$ cat config.mk
export PLATFORM = sky130hd
export DESIGN_NAME = eth_csum_inspect
export DESIGN_NICKNAME = d
export VERILOG_FILES = /design/src/eth_loop_pkg.sv /design/src/eth_stream_pkg.sv /design/src/eth_csum_inspect.sv
export VERILOG_INCLUDE_DIRS = /design/src /design/src/src
export SDC_FILE = /design/constraint.sdc
export NUM_CORES = 1
export LEC_CHECK = 0
export BUFFER_PORTS_ARGS = -buffer_cell sky130_fd_sc_hd__clkbuf_2
export CORE_MARGIN = 2
export CORE_UTILIZATION = 55
export DETAILED_ROUTE_END_ITERATION = 6
export PLACE_DENSITY = 0.73
export SYNTH_ARGS = -nofsm -noshare
export SYNTH_HDL_FRONTEND = slang
export SYNTH_SLANG_ARGS = --single-unit
$ cat constraint.sdc
create_clock -name clk -period 6.2 [get_ports clk]
set_clock_uncertainty 0.05 [all_clocks]
set_input_delay 0.93 -clock clk [delete_from_list [all_inputs] [get_ports clk]]
set_output_delay 0.93 -clock clk [all_outputs]
set_load 0.05 [all_outputs]
$ cat src/eth_loop_defs.svh
/*
	Ethernet checksum loopback constants.
	Buffer sizing, frame offsets and protocol numbers.
*/
`ifndef ETH_LOOP_DEFS_SVH
`define ETH_LOOP_DEFS_SVH

`define ETH_FIFO_DEPTH 2048 // bytes, holds one full frame.
`define ETH_FIFO_AW 11

`define ETH_HDR_LEN 14 // ip header starts here.
`define ETH_IP_CSUM_WORD 12
`define ETH_UDP_CSUM_WORD 20
`define ETH_TCP_CSUM_WORD 25

`define ETH_TYPE_IPV4 16'h0800
`define ETH_PROTO_TCP 8'd6
`define ETH_PROTO_UDP 8'd17

`define ETH_MIN_FRAME 14 // shorter frames are runts.

`endif

$ cat src/eth_loop_pkg.sv
/*
	State encodings for the checksum loopback.
*/
package eth_loop_pkg;

	// transmit stage FSM.
	typedef enum logic [1:0] {
		wait_ctl,
		tx_frame,
		drop_frame
	} tx_state_t;

	// where the inspector is within a frame.
	typedef enum logic [1:0] {
		eth_hdr,
		ip_hdr,
		payload,
		skip
	} hdr_phase_t;

endpackage

$ cat src/eth_stream_pkg.sv
/*
	Stream types for the checksum loopback.
	A byte beat on the data path and the per-frame
	control record from the inspector to the transmit stage.
*/
package eth_stream_pkg;

	// one byte on a stream.
	typedef struct packed {
		logic [7:0] data;
		logic last;
		logic user; // fcs error on input, marked fcs on output.
	} byte_beat_t;

	// per-frame instructions for the replay.
	// a zero checksum leaves that field as received.
	typedef struct packed {
		logic [15:0] ip_csum;
		logic [15:0] tr_csum;
		logic [14:0] tr_pos; // 16-bit word index of the transport checksum.
		logic drop;
		logic fcs_bad;
	} frame_ctl_t;

endpackage
$ cat src/eth_csum_inspect.sv
/*
	Frame inspector.
	Walks the Ethernet/IPv4 header of each frame, sums the IP
	header and the TCP/UDP datagram with its pseudo header, and
	hands one control record per frame to the transmit stage.
*/
`timescale 1ns/1ps
`include "eth_loop_defs.svh"

module eth_csum_inspect (
	input logic clk,
	input logic rst_n,

	input eth_stream_pkg::byte_beat_t in_beat,
	input logic in_fire,
	output logic in_ready,

	output eth_stream_pkg::frame_ctl_t ctl,
	output logic ctl_valid,
	input logic ctl_ready
);
	eth_loop_pkg::hdr_phase_t phase, phase_nxt;

	logic [`ETH_FIFO_AW-1:0] pos; // byte index within the frame.
	logic [15:0] pos_w;
	logic [7:0] hi_byte; // even byte, waiting for its pair.
	logic [7:0] proto;
	logic [15:0] total_len;
	logic [15:0] word;
	logic [15:0] hdr_sum, hdr_sum_nxt;
	logic [15:0] tr_sum, tr_sum_nxt;
	logic ip_ok, ip_ok_nxt;
	logic dgram_last; // final byte of the ip datagram.
	logic is_udp, is_tcp;
	logic [9:0] tr_word;
	logic [15:0] tr_fin;
	eth_stream_pkg::frame_ctl_t ctl_nxt;

	// 16-bit add with end-around carry.
	function automatic logic [15:0] ones_add(input logic [15:0] a, input logic [15:0] b);
		logic [16:0] s;
		s = {1'b0, a} + {1'b0, b};
		return s[15:0] + {15'd0, s[16]};
	endfunction

	assign in_ready = ~ctl_valid; // one record in flight at a time.

	assign pos_w = {{(16 - `ETH_FIFO_AW){1'b0}}, pos};
	assign word = {hi_byte, in_beat.data};
	assign dgram_last = (pos_w + 16'd1 == 16'(`ETH_HDR_LEN) + total_len);
	assign is_udp = (proto == `ETH_PROTO_UDP);
	assign is_tcp = (proto == `ETH_PROTO_TCP);
	assign tr_word = is_tcp ? 10'(`ETH_TCP_CSUM_WORD) : 10'(`ETH_UDP_CSUM_WORD);

	always_comb begin
		phase_nxt = phase;
		hdr_sum_nxt = hdr_sum;
		tr_sum_nxt = tr_sum;
		ip_ok_nxt = ip_ok;
		case (phase)
			eth_loop_pkg::eth_hdr: begin
				if (pos == 11'd13) begin // ethertype complete.
					phase_nxt = (word == `ETH_TYPE_IPV4) ? eth_loop_pkg::ip_hdr : eth_loop_pkg::skip;
				end
			end
			eth_loop_pkg::ip_hdr: begin
				if (pos[0]) begin
					if (pos != 11'd25) begin // header checksum counts as zero.
						hdr_sum_nxt = ones_add(hdr_sum, word);
					end
					if (pos >= 11'd27) begin // source and destination address.
						tr_sum_nxt = ones_add(tr_sum, word);
					end
				end else if (pos == 11'd18) begin
					tr_sum_nxt = ones_add(tr_sum, total_len - 16'd20); // pseudo header length.
				end else if (pos == 11'd24) begin
					tr_sum_nxt = ones_add(tr_sum, {8'h00, proto});
				end
				if (pos == 11'd14 && in_beat.data != 8'h45) begin
					phase_nxt = eth_loop_pkg::skip; // not ipv4 or has options.
				end else if (pos == 11'd33) begin
					ip_ok_nxt = 1'b1;
					phase_nxt = dgram_last ? eth_loop_pkg::skip : eth_loop_pkg::payload;
				end
			end
			eth_loop_pkg::payload: begin
				if (pos[0]) begin
					if (pos[10:1] != tr_word) begin
						tr_sum_nxt = ones_add(tr_sum, word);
					end
				end else if (dgram_last) begin
					tr_sum_nxt = ones_add(tr_sum, {in_beat.data, 8'h00}); // odd tail.
				end
				if (dgram_last) begin
					phase_nxt = eth_loop_pkg::skip; // rest is ethernet padding.
				end
			end
			default: ;
		endcase
	end

	assign tr_fin = ~tr_sum_nxt;

	always_comb begin
		ctl_nxt.ip_csum = ip_ok_nxt ? ~hdr_sum_nxt : 16'd0;
		ctl_nxt.tr_csum = 16'd0;
		ctl_nxt.tr_pos = 15'd0;
		if (ip_ok_nxt && is_tcp) begin
			ctl_nxt.tr_csum = tr_fin;
			ctl_nxt.tr_pos = 15'(`ETH_TCP_CSUM_WORD);
		end else if (ip_ok_nxt && is_udp) begin
			ctl_nxt.tr_csum = (tr_fin == 16'd0) ? 16'hffff : tr_fin; // zero means no checksum.
			ctl_nxt.tr_pos = 15'(`ETH_UDP_CSUM_WORD);
		end
		ctl_nxt.drop = (pos_w + 16'd1 < 16'(`ETH_MIN_FRAME));
		ctl_nxt.fcs_bad = in_beat.user;
	end

	always_ff @(posedge clk) begin
		if (!rst_n) begin
			phase <= eth_loop_pkg::eth_hdr;
			pos <= '0;
			hdr_sum <= 16'd0;
			tr_sum <= 16'd0;
			ip_ok <= 1'b0;
			ctl_valid <= 1'b0;
		end else begin
			if (ctl_valid && ctl_ready) begin
				ctl_valid <= 1'b0;
			end
			if (in_fire) begin
				if (in_beat.last) begin // start over for the next frame.
					phase <= eth_loop_pkg::eth_hdr;
					pos <= '0;
					hdr_sum <= 16'd0;
					tr_sum <= 16'd0;
					ip_ok <= 1'b0;
					ctl_valid <= 1'b1;
				end else begin
					phase <= phase_nxt;
					pos <= pos + 1'b1;
					hdr_sum <= hdr_sum_nxt;
					tr_sum <= tr_sum_nxt;
					ip_ok <= ip_ok_nxt;
				end
			end
		end
	end

	always_ff @(posedge clk) begin
		if (in_fire) begin
			if (!pos[0]) begin
				hi_byte <= in_beat.data;
			end
			if (pos == 11'd17) begin
				total_len <= word;
			end
			if (pos == 11'd23) begin
				proto <= in_beat.data;
			end
			if (in_beat.last) begin
				ctl <= ctl_nxt;
			end
		end
	end

endmodule

==> results.md <==
- The first global-routing pass estimated 62870 um of wire.
- Dividing the final minimum period by the clock period gives 0.9567.
- The length of the first detailed-routing pass in iterations is 7.
- The area of the die is 0.02249 mm2.
- The placer congestion estimate is 1.050.
- The type of element capturing the critical path is a flop.
- The time the final worst path needs with I/O delays and setup is 5.932 ns.
- The number of cell instances on the worst register-to-register path is 20.
- The initial antenna violation count was 0.
- For this run, the total global-route usage over all layers was measured as 0.3735.
- After detailed routing, the number of remaining DRC violations is 6.
- The data arrival time of the critical path is 6.15 ns.
- The sum of overflow across all layers after global routing is 0.
- The post-synthesis sequential element count is 116.
- In this run the critical register-to-register path is captured at ctl[30].
- The CTS H-tree depth is 4.
- The most common cell in the synthesized netlist is nor2_1.
- The worst hold path was traced through 2 stages.
- The via count of the first global-routing pass is 10.61k.
- The number of cells in the design after placement is 1725.
- Buffers inserted during clock tree synthesis total 17.
- Detailed placement finished with a half-perimeter wire length of 32260 um.
- The die is 150.0 um wide.
- The worst-case hold path end point is hdr_sum[14].
- The run finished, with violations left.
- The post-synthesis share of cell area spent on xor and xnor gates is 0.1000.
- The worst hold path begins at hdr_sum[14].
- The number of distinct library cell variants in the gate-level netlist after synthesis is 89.
- The number of placed I/O pins is 65.
- The number of cell rows is 53.
- Clock latency on the worst-skew pair, taken at its later pin, is 0.43 ns.
- The max-cap violation count is 0.
- The total via count after detailed routing is 11.74k.
- The maximum net fanout on the critical path is 6.
- The commonest cells after synthesis are 104 x nor2_1, 95 x nand2_1, 84 x ha_1, 80 x o21ai_0, 79 x a21oi_1.
- The root buffer cell is clkbuf_16.
- The count of pins over their slew limit is 0.
- The CTS tree is done.
- Clock-pin slew was measured on the worst setup and hold paths at 0.07 ns.
- Across all hold checks on the routed design, the worst slack comes to 0.4582 ns.
- Setup repair after global routing left no endpoint under its margin.
- The biggest area contributor in the post-synthesis netlist is edfxtp_1.
- The repair_antennas step left the layout with diodes totalling 0.
- For this design the static power due to leakage is 5.122 nW.
- The number of endpoints with negative hold slack in the final report is 0.
- The post-detailed-route wirelength per cell is 23.87 um.
- The finished layout holds 1760 standard cells, fillers aside.
- The worst min-delay path class is flop to flop.
- The launching element type of the critical path is a flop.
- The count of warnings emitted by yosys is 0.
- In this run the critical register-to-register path is launched from tr_sum[0].
- For the final routed database, the setup TNS stands at 0 ns.
- The largest net degree at the start of global routing is 49.
- After synthesis, the cell types taking the most area are edfxtp_1 18%, ha_1 9.0%, dfxtp_1 8.0%.
- The detail route stage leaves a number of antenna-violating nets equal to 0.
- The sequential fraction of the synthesis area is 0.2571.
- After clock tree synthesis, the flow added hold-fix buffers numbering 0.
- Across all register-to-register paths, the minimum setup slack is 0.27 ns.
- The gate count of the mapped netlist is 1420.
- The placeable core area is 0.02096 mm2.
- The die is 150.0 um tall.
- The relative max-transition margin is 0.2372.
- The clock net in this run drives a total of 116 sinks.
- The share of synthesized cell area in and, or, nand and nor gates is 0.2507.
- The highest ir drop seen on vdd is 0.1533 mV.
- The violation count after the first detailed-route iteration is 1326.
- The most instantiated flip-flop cell in the synthesis netlist is edfxtp_1.
- Measured against the total synthesized area, the mux share comes to 0.01196.
- The synthesized-area fraction occupied by adder cells is 0.09822.
- The slew at the pin with the worst max-slew slack is 1.144 ns.
- In the final layout, the share of cells above drive strength 1 is 0.1232.
- Derived from the worst setup path, the maximum achievable clock frequency is 168.6 MHz.
- Summed over all layers, the routed wires come to 42010 um.
- The longest clock path from root to sink contains 2 buffers.
- The share of flip-flops with an asynchronous set or reset after synthesis is 0.
- Setup violations remaining at the end of the flow were counted as 0.
- The number of enable-type register cells in the synthesized netlist is 69.
- For this configuration, the core starts out at a cell density of 0.5593.
- The synthesized-area fraction occupied by ao, oa, aoi and oai cells is 0.2349.
- Using the TritonRoute via totals, the vias-per-cell ratio works out to 6.668.
- At the end of the flow the core is filled with cells to 0.6218.
- The final reports fail on DRC.
- The post-synthesis average cell area is 8.254 um2.
- The required time of the worst setup path is 6.42 ns.
- The main combinational cell family by area after synthesis is simple AND/OR/NAND/NOR gates.
- Buffers placed on the I/O ports in this run total 53.
- The area growth from synthesis to layout is 11.18%.
- The classification of the worst setup path is flop to flop.
- The top cell type's share of synthesized area is 0.1768.
- The netlist area before placement is 0.01172 mm2.
- After the last flow step, the layout net total stands at 1575.
- The total power density per cell area is 167.0 mW/mm2.
## routing by layer
layer / GRT usage / wire [um] / vias to the layer above
li1: - / - / 5434
met2: 0.5783 / 18410 / 671
met4: 0.1854 / 2298 / 0
met5: 0 / 0 / -
met3: 0.07165 / 4122 / 139
met1: 0.4982 / 17180 / 5491
## cell type report
cell class | count | area (um2)
sequential | 116 | 3013
inverter | 53 | 198.9
tap | 275 | 344.1
clock inverter | 15 | 167.7
fill | 1875 | 7925
multi-input combinational | 1186 | 8278
timing repair buffer | 98 | 603.1
clock buffer | 17 | 425.4
## cell usage in the layout (no fill, tap or decap), drive strengths merged, types with 12 or more instances in the layout
master	synthesis	layout
a211oi	33	33
a21o	25	25
a21oi	80	80
a31oi	21	21
and2	35	35
and3	25	25
buf	27	45
clkbuf	49	70
dfxtp	47	47
edfxtp	69	69
ha	84	84
inv	52	59
mux2i	14	14
nand2	95	95
nand2b	20	20
nand3	43	43
nand4	23	24
nor2	104	104
nor2b	47	47
nor3	53	53
nor4	30	30
o21a	12	12
o21ai	86	86
o22ai	17	17
o31ai	12	12
or3	12	12
xnor2	69	69
xor2	52	52
## worst max-delay path, cell delays in order, from the launching register on
cell	delay, ns
dfxtp_1	0.62
ha_1	0.30
fa_1	0.29
a21o_1	0.18
a31oi_1	0.12
nor3_1	0.25
o31a_1	0.26
o21ai_0	0.09
a21oi_1	0.16
o21ai_0	0.09
nand2b_1	0.08
ha_1	0.16
and3_1	0.27
nand4_1	0.24
or4_1	0.55
nor4_1	0.29
xor2_1	0.33
nor2_1	0.08
o31ai_1	0.68
nand4_1	0.45
nand2_1	0.22
## worst max-delay path by stage
stage               to  slack (ns)    startpoint  cells after the start
6_report       ctl[30]        0.27     tr_sum[0]                     20
5_1_grt        ctl[19]       0.002  total_len[2]                     27
4_1_cts        ctl[29]        0.06  total_len[3]                     29
3_5_place_dp   ctl[29]        0.17  total_len[3]                     29
3_3_place_gp   ctl[27]        0.30  total_len[3]                     27
2_1_floorplan  ctl[24]        0.99    in_beat[2]                     23
## repair_timing
| item | CTS | global route |
|---|---|---|
| endpoints found under the setup margin | 0 | 17 |
| endpoints found under the hold margin | 0 | 0 |
| buffers inserted | 0 | 2 |
| resized for setup | 0 | 14 |
## registers in the layout, indices dropped and copies added (netlist names)
name,count
ctl,37
ctl_valid,1
hdr_sum,16
hi_byte,8
ip_ok,1
phase,2
pos,11
proto,8
total_len,16
tr_sum,16
## where the power goes
| group | switching, mW | internal [mW] |
|---|---|---|
| Sequential | 0.0155 | 0.829 |
| Combinational | 0.221 | 0.0924 |
| Clock | 0.416 | 0.602 |
| Total | 0.653 | 1.52 |
## cell families after synthesis
logic type               after synthesis
AO/OA/AOI/OAI                        405
other                                  1
XOR/XNOR                             126
flip-flops                           116
AND/OR/NAND/NOR                      540
adder cells (fa/ha/maj)               89
buffers and inverters                129
multiplexers                          14
## metrics by stage
stage / total power, mW / instance area, um2 / setup slack [ns]
floorplan: 1.073 / 11760 / 0.9921
global placement: 1.162 / 12350 / 0.3012
detailed placement: 1.164 / 12350 / 0.1655
CTS: 2.172 / 12950 / 0.05878
global route: 2.229 / 13030 / 0.002026
finish: 2.176 / 13030 / 0.2683
No activity file was read; power rests on OpenSTA's default activity.
