===== src/eth_loop_defs.svh =====
/*
	Ethernet checksum loopback constants.
	Buffer sizing, frame offsets and protocol numbers.
*/
`ifndef ETH_LOOP_DEFS_SVH
`define ETH_LOOP_DEFS_SVH

`define ETH_FIFO_DEPTH 2048 // bytes, holds one full frame.
`define ETH_FIFO_AW 11

`define ETH_HDR_LEN 14 // ip header starts here.
`define ETH_IP_CSUM_WORD 12
`define ETH_UDP_CSUM_WORD 20
`define ETH_TCP_CSUM_WORD 25

`define ETH_TYPE_IPV4 16'h0800
`define ETH_PROTO_TCP 8'd6
`define ETH_PROTO_UDP 8'd17

`define ETH_MIN_FRAME 14 // shorter frames are runts.

`endif


===== src/eth_loop_pkg.sv =====
/*
	State encodings for the checksum loopback.
*/
package eth_loop_pkg;

	// transmit stage FSM.
	typedef enum logic [1:0] {
		wait_ctl,
		tx_frame,
		drop_frame
	} tx_state_t;

	// where the inspector is within a frame.
	typedef enum logic [1:0] {
		eth_hdr,
		ip_hdr,
		payload,
		skip
	} hdr_phase_t;

endpackage


===== src/eth_stream_pkg.sv =====
/*
	Stream types for the checksum loopback.
	A byte beat on the data path and the per-frame
	control record from the inspector to the transmit stage.
*/
package eth_stream_pkg;

	// one byte on a stream.
	typedef struct packed {
		logic [7:0] data;
		logic last;
		logic user; // fcs error on input, marked fcs on output.
	} byte_beat_t;

	// per-frame instructions for the replay.
	// a zero checksum leaves that field as received.
	typedef struct packed {
		logic [15:0] ip_csum;
		logic [15:0] tr_csum;
		logic [14:0] tr_pos; // 16-bit word index of the transport checksum.
		logic drop;
		logic fcs_bad;
	} frame_ctl_t;

endpackage

===== src/eth_frame_loop_tx.sv =====
/*
	Frame replay stage.
	Takes one control record per frame, then streams the stored
	bytes out with the checksum fields overwritten, or drains the
	frame when it is to be dropped.
*/
`timescale 1ns/1ps
`include "eth_loop_defs.svh"

module eth_frame_loop_tx (
	input logic clk,
	input logic rst_n,

	input eth_stream_pkg::frame_ctl_t ctl,
	input logic ctl_valid,
	output logic ctl_ready,

	input eth_stream_pkg::byte_beat_t frame_beat,
	input logic frame_valid,
	output logic frame_ready,

	output eth_stream_pkg::byte_beat_t out_beat,
	output logic out_valid,
	input logic out_ready
);
	eth_loop_pkg::tx_state_t state;
	eth_stream_pkg::frame_ctl_t cur; // record of the frame being sent.

	logic [15:0] count; // bytes sent so far.
	logic [15:0] patch;
	logic use_patch;

	always_ff @(posedge clk) begin
		if (!rst_n) begin
			state <= eth_loop_pkg::wait_ctl;
			count <= 16'd0;
			ctl_ready <= 1'b0;
		end else begin
			case (state)
				eth_loop_pkg::wait_ctl: begin
					ctl_ready <= 1'b1;
					if (ctl_ready && ctl_valid) begin
						state <= ctl.drop ? eth_loop_pkg::drop_frame : eth_loop_pkg::tx_frame;
						count <= 16'd0;
						ctl_ready <= 1'b0;
					end
				end
				eth_loop_pkg::tx_frame: begin
					if (out_valid && out_ready) begin
						count <= count + 16'd1;
						if (out_beat.last) begin
							state <= eth_loop_pkg::wait_ctl;
						end
					end
				end
				eth_loop_pkg::drop_frame: begin
					if (frame_valid && frame_beat.last) begin // one byte per cycle.
						state <= eth_loop_pkg::wait_ctl;
					end
				end
				default: state <= eth_loop_pkg::wait_ctl;
			endcase
		end
	end

	always_ff @(posedge clk) begin
		if (state == eth_loop_pkg::wait_ctl && ctl_ready && ctl_valid) begin
			cur <= ctl;
		end
	end

	// pick the checksum that lands on the current 16-bit word.
	always_comb begin
		use_patch = 1'b0;
		patch = 16'd0;
		if (cur.ip_csum != 16'd0 && count[15:1] == 15'(`ETH_IP_CSUM_WORD)) begin
			use_patch = 1'b1;
			patch = cur.ip_csum;
		end else if (cur.tr_csum != 16'd0 && count[15:1] == cur.tr_pos) begin
			use_patch = 1'b1;
			patch = cur.tr_csum;
		end
	end

	always_comb begin
		out_beat = '0;
		out_valid = 1'b0;
		frame_ready = 1'b0;
		case (state)
			eth_loop_pkg::tx_frame: begin
				if (use_patch) begin
					out_beat.data = count[0] ? patch[7:0] : patch[15:8]; // high byte first.
				end else begin
					out_beat.data = frame_beat.data;
				end
				out_beat.last = frame_beat.last;
				out_beat.user = cur.fcs_bad & frame_beat.last;
				out_valid = frame_valid;
				frame_ready = out_ready;
			end
			eth_loop_pkg::drop_frame: frame_ready = 1'b1;
			default: ;
		endcase
	end

endmodule


===== config.mk =====
export PLATFORM = sky130hd
export DESIGN_NAME = eth_frame_loop_tx
export DESIGN_NICKNAME = d
export VERILOG_FILES = /design/src/eth_loop_pkg.sv /design/src/eth_stream_pkg.sv /design/src/eth_frame_loop_tx.sv
export VERILOG_INCLUDE_DIRS = /design/src /design/src/src
export SDC_FILE = /design/constraint.sdc
export NUM_CORES = 1
export LEC_CHECK = 0
export BUFFER_PORTS_ARGS = -buffer_cell sky130_fd_sc_hd__clkbuf_2
export CORE_ASPECT_RATIO = 0.6
export CORE_MARGIN = 1.5
export CORE_UTILIZATION = 35
export CTS_BUF_LIST = sky130_fd_sc_hd__clkbuf_2
export DETAILED_ROUTE_END_ITERATION = 16
export PLACE_DENSITY = 0.58
export SLEW_MARGIN = 40
export SYNTH_ARGS = -nofsm -noshare
export SYNTH_HDL_FRONTEND = slang
export SYNTH_SLANG_ARGS = --single-unit

===== constraint.sdc =====
create_clock -name clk -period 3.1 [get_ports clk]
set_input_delay 0.93 -clock clk [delete_from_list [all_inputs] [get_ports clk]]
set_output_delay 0.93 -clock clk [all_outputs]
set_load 0.03 [all_outputs]

==> report_table.html, run 1 <==
<table>
<tr><th>Metric</th><th>Value</th></tr>
<tr><th colspan="2">Power</th></tr>
<tr><td>Leakage dissipation</td><td>approximately 1.5 nW</td></tr>
<tr><td>Post-layout total power</td><td>~2.4 mW</td></tr>
<tr><td>Power per Cell Area</td><td>614 nW/um^2</td></tr>
<tr><td>Worst voltage drop across the vdd grid</td><td>approximately 280 uV</td></tr>
<tr><th colspan="2">GRT</th></tr>
<tr><td>Global route overflow</td><td>0</td></tr>
<tr><td>Global-route wire length before repair</td><td>10900 um</td></tr>
<tr><td>Global routing usage summed across all routing layers</td><td>between 15 and 20%</td></tr>
<tr><td>Number of antenna violations at the first check in global routing</td><td>0</td></tr>
<tr><td>Number of global-route vias before repair</td><td>between 2000 and 2500</td></tr>
<tr><td>Maximum number of pins on one net before global-route repair</td><td>40</td></tr>
<tr><th colspan="2">Route</th></tr>
<tr><td>Count of unresolved DRC violations after routing</td><td>0</td></tr>
<tr><td>First-pass iteration count of the detailed router</td><td>4</td></tr>
<tr><td>DR iter-0 viols</td><td>roughly 140</td></tr>
<tr><td>Antenna Violating Nets Remaining</td><td>0</td></tr>
<tr><td>Total number of vias</td><td>between 2000 and 2500</td></tr>
<tr><td>Routed Wire Length</td><td>~7000 um</td></tr>
<tr><td>Final routed wire length divided by cell count</td><td>roughly 16 um</td></tr>
<tr><td>Vias per cell</td><td>about 4.9</td></tr>
<tr><th colspan="2">Place</th></tr>
<tr><td>HPWL after detailed placement</td><td>about 5000 um</td></tr>
<tr><td>Routability congestion estimate from global placement</td><td>between 0.8 and 0.9</td></tr>
<tr><td>Total placed instance area</td><td>~3600 um^2</td></tr>
<tr><td>Number of port buffers</td><td>75</td></tr>
<tr><th colspan="2">Layout</th></tr>
<tr><td>Layout filler cell count</td><td>roughly 810</td></tr>
<tr><td>Area used by multi-input combinational logic</td><td>roughly 1200 um^2</td></tr>
<tr><td>Share of final-layout standard cells stronger than drive strength 1</td><td>a little under two fifths</td></tr>
<tr><td>Leading cell type in the layout, fill and taps excluded</td><td>clkbuf_2</td></tr>
<tr><td>Area delta synth-&gt;final</td><td>27.5%</td></tr>
<tr><td>Antenna Cells</td><td>0</td></tr>
<tr><td>Final Util</td><td>45.9%</td></tr>
<tr><td>Net count of the finished layout</td><td>~400</td></tr>
<tr><td>Combined flip-flop and latch cell area</td><td>approximately 1800 um^2</td></tr>
<tr><td>Summed area of non-filler cells in the final layout</td><td>slightly below 4000 um^2</td></tr>
<tr><td>Most used cells in the layout excluding fill and tap cells</td><td>clkbuf_2 (76), edfxtp_1 (48), nor2_1 (16)</td></tr>
<tr><th colspan="2">Critical path</th></tr>
<tr><td>Worst flop-to-flop path startpoint</td><td>state[1]$_SDFFE_PN0P_</td></tr>
<tr><td>Type of the worst setup path</td><td>flop to output port</td></tr>
<tr><td>Kind of cell adding the most delay to the critical path</td><td>simple AND/OR/NAND/NOR gates</td></tr>
<tr><td>Critical path startpoint category</td><td>flop</td></tr>
<tr><td>Critical Path, Cell by Cell</td><td>nor4_1, nand4_1, buf_4, a21o_1, a32o_2, clkbuf_8</td></tr>
<tr><td>Crit. End Element</td><td>output port</td></tr>
<tr><td>Critical Path Slowest Stage Cell</td><td>nor4_1</td></tr>
<tr><td>Biggest fanout along the worst timing path</td><td>8</td></tr>
<tr><td>Biggest cell delay along the critical path</td><td>between 0.4 and 0.5 ns</td></tr>
<tr><td>Critical Path AT</td><td>between 2 and 2.5 ns</td></tr>
<tr><td>Worst reg2reg endpoint</td><td>count[15]$_SDFFE_PN0P_</td></tr>
<tr><td>Required time of the critical path</td><td>between 2 and 2.5 ns</td></tr>
<tr><td>Worst reg-to-reg path cell count</td><td>7</td></tr>
<tr><td>Buffers &amp; Inverters on Critical Path</td><td>2</td></tr>
<tr><td>Reg-to-reg slack, setup</td><td>0.84 ns</td></tr>
<tr><th colspan="2">Worst hold path</th></tr>
<tr><td>Worst hold start</td><td>state[0]$_SDFFE_PN0P_</td></tr>
<tr><td>Hold WC Path Type</td><td>flop to flop</td></tr>
<tr><td>Hold Path Depth</td><td>2</td></tr>
<tr><td>End point of the most critical hold path</td><td>state[0]$_SDFFE_PN0P_</td></tr>
<tr><th colspan="2">Floorplan</th></tr>
<tr><td>DIE AREA</td><td>about 9400 um^2</td></tr>
<tr><td>Total number of placement rows</td><td>26</td></tr>
<tr><td>Number of ports placed on the die boundary</td><td>between 70 and 80</td></tr>
<tr><td>Die W</td><td>around 120 um</td></tr>
<tr><td>Chip Height</td><td>between 70 and 80 um</td></tr>
<tr><td>Area of the placeable core</td><td>about 8500 um^2</td></tr>
<tr><td>Initial standard-cell utilization of the core</td><td>a little over a third</td></tr>
<tr><th colspan="2">Synth</th></tr>
<tr><td>Synthesized area per cell</td><td>~13 um^2</td></tr>
<tr><td>Synth warn</td><td>0</td></tr>
<tr><td>Compound-gate portion of the synthesized area</td><td>around 7.6%</td></tr>
<tr><td>Cells after Synth</td><td>244</td></tr>
<tr><td>Cell Area, Synth</td><td>3070 um^2</td></tr>
<tr><td>Dominant combinational cell family by area after synthesis</td><td>simple AND/OR/NAND/NOR gates</td></tr>
<tr><td>Share of the synthesized netlist area taken by xor and xnor gates</td><td>roughly 7.4%</td></tr>
<tr><td>Part of the Yosys area used for sequential elements</td><td>59.3%</td></tr>
<tr><td>Synthesized-area fraction occupied by and/or/nand/nor cells</td><td>16.4%</td></tr>
<tr><td>Count of cell types in the netlist</td><td>37</td></tr>
<tr><td>Multiplexer share of the synthesized area</td><td>5.87%</td></tr>
<tr><td>Syn_nets</td><td>~310</td></tr>
<tr><td>Synthesized-area fraction occupied by adder cells</td><td>under 10%</td></tr>
<tr><td>Number of synthesized register bits</td><td>67</td></tr>
<tr><th colspan="2">STA</th></tr>
<tr><td>Final Hold Fails</td><td>0</td></tr>
<tr><td>Max-slew violation count</td><td>0</td></tr>
<tr><td>Worst hold-check slack</td><td>a little over 0.5 ns</td></tr>
<tr><td>Time the final worst path needs with I/O delays and setup</td><td>3.34 ns</td></tr>
<tr><td>Clock skew</td><td>~0.023 ns</td></tr>
<tr><td>Setup slack of the critical path after layout</td><td>-0.235 ns</td></tr>
<tr><td>Worst Max-Slew Pin Slew</td><td>about 0.46 ns</td></tr>
<tr><td>Peak Freq</td><td>approximately 300 MHz</td></tr>
<tr><td>Unrepaired setup endpoints after global routing</td><td>true</td></tr>
<tr><td>TNS Setup</td><td>-1.77 ns</td></tr>
<tr><td>Endpoints failing setup</td><td>8</td></tr>
<tr><td>Final worst path period share</td><td>108%</td></tr>
<tr><td>Worst rel slew slack</td><td>between 60% and 70%</td></tr>
<tr><th colspan="2">Run status</th></tr>
<tr><td>Violations in the final reports</td><td>setup timing</td></tr>
<tr><td>Result of the run</td><td>finished with violations</td></tr>
<tr><th colspan="2">Clock network</th></tr>
<tr><td>Clock transition at the registers of the reported paths</td><td>approximately 0.2 ns</td></tr>
<tr><td>H-tree levels</td><td>3</td></tr>
<tr><td>Number of clock sinks</td><td>67</td></tr>
<tr><td>CTS tree</td><td>done</td></tr>
<tr><td>Buffer cell driving the clock tree root</td><td>clkbuf_2</td></tr>
<tr><td>Clock latency reported for the late side of the worst-skew pair</td><td>between 0.5 and 0.6 ns</td></tr>
<tr><td>Maximum root-to-sink buffer count</td><td>2</td></tr>
<tr><td>Cts bufs inserted</td><td>9</td></tr>
<tr><th colspan="2">Job</th></tr>
<tr><td>Count of max-cap constraint violations</td><td>0</td></tr>
</table>
[state kept, by name, summed over array words and instances, names as in the netlist]
name / count
count: 16
state: 2
ctl_ready: 1
cur: 48
[power breakdown]
group / total [mW] / internal (mW) / switching [mW]
Sequential: 1.17 / 1.10 / 0.0673
Combinational: 0.545 / 0.224 / 0.321
Clock: 0.687 / 0.353 / 0.334
[synth_stat cells]
cell type  count  area (um^2)
mux2i_1        9         90.1
or3_1          3         18.8
ha_1           4         50.1
and2_1         4         25.0
nand3_1       15         75.1
a21o_1         8         60.1
edfxtp_1      48         1440
nor2b_1        2         12.5
and3_1         5         31.3
and4_1         1         8.76
o21ai_0        6         30.0
or4_1          1         7.51
nor2_1        16         60.1
mux2_2         8         90.1
xnor2_1       15          131
a21oi_1        5         25.0
nand4b_1       1         8.76
nand2_1       10         37.5
a32o_1         8         80.1
xor2_1        11         96.3
buf_2          2         10.0
buf_6          1         11.3
clkbuf_1       5         18.8
o21a_1         1         7.51
nor4b_4        1         23.8
nor3_1         2         10.0
nand4_1       11         68.8
nand3_2        1         10.0
a21boi_1       2         15.0
and2_4         1         8.76
nor4_4         1         21.3
a21boi_0       2         15.0
inv_1          4         15.0
nor4_1         9         56.3
nor4_2         1         12.5
dfxtp_1       19          380
nand2b_1       1         6.26
[cells by family after synthesis]
logic type | Yosys count
simple gates | 86
buf+inv | 12
mux | 17
flops | 67
fa+ha+maj | 4
xor+xnor | 26
compound gates | 32
[worst reg2reg max path, cell delays in order, from the launching register on]
cell and delay, ns:
dfxtp_1 0.38, inv_1 0.07, ha_1 0.34, a21boi_1 0.25, nor4b_4 0.44, nand3_2 0.19
or3_1 0.38, a21oi_1 0.14
[layer usage]
layer / routed length (um) / track usage [%] / vias up
li1: - / - / 1105
met5: 0 / 0 / -
met2: 2730 / 19.9 / 54
met1: 3780 / 25.1 / 1017
met3: 468 / 6.29 / 7
met4: 66 / 5.68 / 0
[area by class of cell]
type,instances,area share [%]
clock inverters,7,3.16
multi-input cells,165,31.1
repair buffers,86,13.9
inverters,4,0.384
well taps,112,3.58
flip-flops and latches,67,46.7
clock buffers,9,1.15
[stage by stage]
step,setup WS [ns],std cells
2_1_floorplan,0.308,244
4_1_cts,-0.289,450
5_1_grt,-0.414,450
3_5_place_dp,0.228,433
3_3_place_gp,0.226,433
6_report,-0.235,450
[timing repair]
item | 4_1_cts | 5_1_grt
setup buffers | 1 | 0
endpoints found under the setup margin | 8 | 8
hold buffers | 0 | 0
resized for setup | 26 | 2
pin swaps | 2 | 0
[worst max-delay path by stage]
stage | start | to | slack, ns | cells after the start
floorplan | count[2]$_SDFFE_PN0P_ | out_beat[2] | 0.31 | 5
global placement | count[2]$_SDFFE_PN0P_ | out_beat[8] | 0.23 | 6
detailed placement | count[2]$_SDFFE_PN0P_ | out_beat[8] | 0.23 | 6
CTS | cur[3]$_DFFE_PP_ | out_beat[5] | -0.29 | 7
global route | count[2]$_SDFFE_PN0P_ | out_beat[8] | -0.41 | 6
finish | cur[29]$_DFFE_PP_ | out_beat[9] | -0.24 | 6
Note: power is estimated with default switching activity, not from simulation.
==> run 2, diff against run 1 <==
clock period = 4.27 ns   (was 3.1 ns; I/O delays follow)
==> report_table.html, run 2 (synthesized netlist as in run 1, its figures left out) <==
<table>
<tr><th>Metric</th><th>Value</th></tr>
<tr><th colspan="2">Run status</th></tr>
<tr><td>Result of the run</td><td>finished, final reports clean</td></tr>
<tr><th colspan="2">STA</th></tr>
<tr><td>Max-slew violation count</td><td>0</td></tr>
<tr><td>Clock skew</td><td>roughly 0.043 ns</td></tr>
<tr><td>Worst Max-Slew Pin Slew</td><td>between 0.8 and 0.9 ns</td></tr>
<tr><td>Final Hold Fails</td><td>0</td></tr>
<tr><td>Worst rel slew slack</td><td>43.7%</td></tr>
<tr><td>Unrepaired setup endpoints after global routing</td><td>false</td></tr>
<tr><td>Time the final worst path needs with I/O delays and setup</td><td>4.05 ns</td></tr>
<tr><td>Final worst path period share</td><td>a little over nine tenths</td></tr>
<tr><td>TNS Setup</td><td>0 ns</td></tr>
<tr><td>Setup slack of the critical path after layout</td><td>roughly 0.22 ns</td></tr>
<tr><td>Worst hold-check slack</td><td>0.513 ns</td></tr>
<tr><td>Endpoints failing setup</td><td>0</td></tr>
<tr><td>Peak Freq</td><td>roughly 250 MHz</td></tr>
<tr><th colspan="2">Floorplan</th></tr>
<tr><td>Area of the placeable core</td><td>around 8500 um^2</td></tr>
<tr><td>Die W</td><td>124 um</td></tr>
<tr><td>Chip Height</td><td>around 76 um</td></tr>
<tr><td>Number of ports placed on the die boundary</td><td>between 70 and 80</td></tr>
<tr><td>DIE AREA</td><td>between 9000 and 10000 um^2</td></tr>
<tr><td>Total number of placement rows</td><td>26</td></tr>
<tr><td>Initial standard-cell utilization of the core</td><td>36.0%</td></tr>
<tr><th colspan="2">Route</th></tr>
<tr><td>Total number of vias</td><td>between 2000 and 2500</td></tr>
<tr><td>Antenna Violating Nets Remaining</td><td>0</td></tr>
<tr><td>Count of unresolved DRC violations after routing</td><td>0</td></tr>
<tr><td>Vias per cell</td><td>4.92</td></tr>
<tr><td>Final routed wire length divided by cell count</td><td>between 15 and 20 um</td></tr>
<tr><td>First-pass iteration count of the detailed router</td><td>4</td></tr>
<tr><td>DR iter-0 viols</td><td>around 110</td></tr>
<tr><td>Routed Wire Length</td><td>just under 7000 um</td></tr>
<tr><th colspan="2">Critical path</th></tr>
<tr><td>Critical path startpoint category</td><td>flop</td></tr>
<tr><td>Required time of the critical path</td><td>around 3.0 ns</td></tr>
<tr><td>Biggest cell delay along the critical path</td><td>approximately 0.61 ns</td></tr>
<tr><td>Reg-to-reg slack, setup</td><td>1.81 ns</td></tr>
<tr><td>Worst reg2reg endpoint</td><td>count[11]$_SDFFE_PN0P_</td></tr>
<tr><td>Biggest fanout along the worst timing path</td><td>16</td></tr>
<tr><td>Buffers &amp; Inverters on Critical Path</td><td>1</td></tr>
<tr><td>Critical Path Slowest Stage Cell</td><td>nand4_1</td></tr>
<tr><td>Critical Path, Cell by Cell</td><td>nor4_1, nand4_1, a21o_1, a32o_1, clkbuf_2</td></tr>
<tr><td>Type of the worst setup path</td><td>flop to output port</td></tr>
<tr><td>Crit. End Element</td><td>output port</td></tr>
<tr><td>Worst flop-to-flop path startpoint</td><td>state[1]$_SDFFE_PN0P_</td></tr>
<tr><td>Critical Path AT</td><td>roughly 2.8 ns</td></tr>
<tr><td>Kind of cell adding the most delay to the critical path</td><td>simple AND/OR/NAND/NOR gates</td></tr>
<tr><td>Worst reg-to-reg path cell count</td><td>7</td></tr>
<tr><th colspan="2">GRT</th></tr>
<tr><td>Global route overflow</td><td>0</td></tr>
<tr><td>Number of antenna violations at the first check in global routing</td><td>0</td></tr>
<tr><td>Global-route wire length before repair</td><td>10400 um</td></tr>
<tr><td>Global routing usage summed across all routing layers</td><td>between 15 and 20%</td></tr>
<tr><td>Number of global-route vias before repair</td><td>1975</td></tr>
<tr><td>Maximum number of pins on one net before global-route repair</td><td>50</td></tr>
<tr><th colspan="2">Power</th></tr>
<tr><td>Combinational Power Share</td><td>a little over a fifth</td></tr>
<tr><td>Leakage dissipation</td><td>1.37 nW</td></tr>
<tr><td>Share of power burned in the clock network</td><td>~27%</td></tr>
<tr><td>Switching Share</td><td>between 30% and 40%</td></tr>
<tr><td>Switching power of the nets</td><td>about 530 uW</td></tr>
<tr><td>Cell-internal power</td><td>1.13 mW</td></tr>
<tr><td>Power per Cell Area</td><td>~450 nW/um^2</td></tr>
<tr><td>Sequential cell fraction of total power</td><td>51.9%</td></tr>
<tr><td>Worst voltage drop across the vdd grid</td><td>~220 uV</td></tr>
<tr><th colspan="2">Layout</th></tr>
<tr><td>Number of flip-flops under the largest register name</td><td>48</td></tr>
<tr><td>Area delta synth-&gt;final</td><td>20.5%</td></tr>
<tr><td>Net count of the finished layout</td><td>just under 400</td></tr>
<tr><td>Final Util</td><td>43.4%</td></tr>
<tr><td>Final instance count without filler cells</td><td>about 440</td></tr>
<tr><td>Leading cell type in the layout, fill and taps excluded</td><td>clkbuf_2</td></tr>
<tr><td>Most used cells in the layout excluding fill and tap cells</td><td>clkbuf_2 (84), edfxtp_1 (48), dfxtp_1 (18)</td></tr>
<tr><td>Share of final-layout standard cells stronger than drive strength 1</td><td>about a third</td></tr>
<tr><td>Register containing the most flip-flops in the final layout</td><td>cur</td></tr>
<tr><td>Biggest registers after layout</td><td>cur: 48 flops, count: 16 flops, state: 2 flops</td></tr>
<tr><td>Antenna Cells</td><td>0</td></tr>
<tr><th colspan="2">Clock network</th></tr>
<tr><td>Buffer cell driving the clock tree root</td><td>clkbuf_2</td></tr>
<tr><td>Number of clock sinks</td><td>67</td></tr>
<tr><td>Post-CTS Hold Buffers</td><td>0</td></tr>
<tr><td>CTS tree</td><td>done</td></tr>
<tr><td>H-tree levels</td><td>3</td></tr>
<tr><td>Cts bufs inserted</td><td>9</td></tr>
<tr><td>Clock latency reported for the late side of the worst-skew pair</td><td>0.54 ns</td></tr>
<tr><td>Maximum root-to-sink buffer count</td><td>2</td></tr>
<tr><td>Clock transition at the registers of the reported paths</td><td>0.23 ns</td></tr>
<tr><th colspan="2">Worst hold path</th></tr>
<tr><td>Worst hold start</td><td>state[0]$_SDFFE_PN0P_</td></tr>
<tr><td>Hold WC Path Type</td><td>flop to flop</td></tr>
<tr><td>Hold Path Depth</td><td>2</td></tr>
<tr><td>End point of the most critical hold path</td><td>state[0]$_SDFFE_PN0P_</td></tr>
<tr><th colspan="2">Place</th></tr>
<tr><td>Number of cells in the design after placement</td><td>423</td></tr>
<tr><td>Pre-CTS WS</td><td>0.789 ns</td></tr>
<tr><td>Number of port buffers</td><td>75</td></tr>
<tr><td>Routability congestion estimate from global placement</td><td>roughly 0.77</td></tr>
<tr><td>HPWL after detailed placement</td><td>approximately 4900 um</td></tr>
<tr><th colspan="2">Job</th></tr>
<tr><td>Count of max-cap constraint violations</td><td>0</td></tr>
</table>
## run 2: per-layer routing
layer | wire length (um) | track usage [%]
met1 | 3800 | 24.6
met2 | 2450 | 18.3
met3 | 550 | 5.61
met4 | 93 | 6.19
met5 | 0 | 0
## run 2: repair_timing
| action | 4_1_cts | 5_1_grt |
|---|---|---|
| setup buffers | 0 | 0 |
| endpoints found under the setup margin | 0 | 7 |
| gates resized for setup | 0 | 1 |
## run 2: area by class of cell
type                       count  area (um^2)
clock buffer                   9         45.0
clock inverter                 7          100
fill                         820         4820
inverter                       4         17.5
multi-input combinational    165         1200
sequential                    67         1820
tap                          112          140
timing repair buffer          75          375
## run 2: worst max-delay path by stage
stage	start	to	slack (ns)	cells after the start
2_1_floorplan	count[2]$_SDFFE_PN0P_	out_beat[2]	1.13	5
3_3_place_gp	count[2]$_SDFFE_PN0P_	out_beat[8]	0.78	6
3_5_place_dp	count[2]$_SDFFE_PN0P_	out_beat[7]	0.79	6
4_1_cts	count[2]$_SDFFE_PN0P_	out_beat[6]	0.14	6
5_1_grt	count[8]$_SDFFE_PN0P_	out_beat[7]	0.04	6
6_report	cur[28]$_DFFE_PP_	out_beat[5]	0.22	5
## run 2: worst reg2reg max path, delay by kind of cell (launching register included)
kind,cells,cell delay (ns)
and+or+nand+nor,3,1.21
AOI/OAI and AO/OA,2,0.40
DFF,1,0.38
adders and majority gates,1,0.34
buffers and inverters,1,0.07
## run 2: power by group through the flow
| stage | registers [mW] | logic [mW] | clock network (mW) |
|---|---|---|---|
| 3_5_place_dp | 0.872 | 0.351 | 0 |
| 4_1_cts | 0.860 | 0.353 | 0.460 |
| 3_3_place_gp | 0.874 | 0.346 | 0 |
| 6_report | 0.860 | 0.349 | 0.448 |
| 2_1_floorplan | 0.855 | 0.258 | 0 |
| 5_1_grt | 0.869 | 0.387 | 0.489 |
## run 2: stage by stage
stage | instance area [um^2] | power, mW
after floorplan | 3070 | 1.11
final | 3700 | 1.66
after global routing | 3700 | 1.74
after CTS | 3700 | 1.67
after global placement | 3550 | 1.22
after detailed placement | 3550 | 1.22
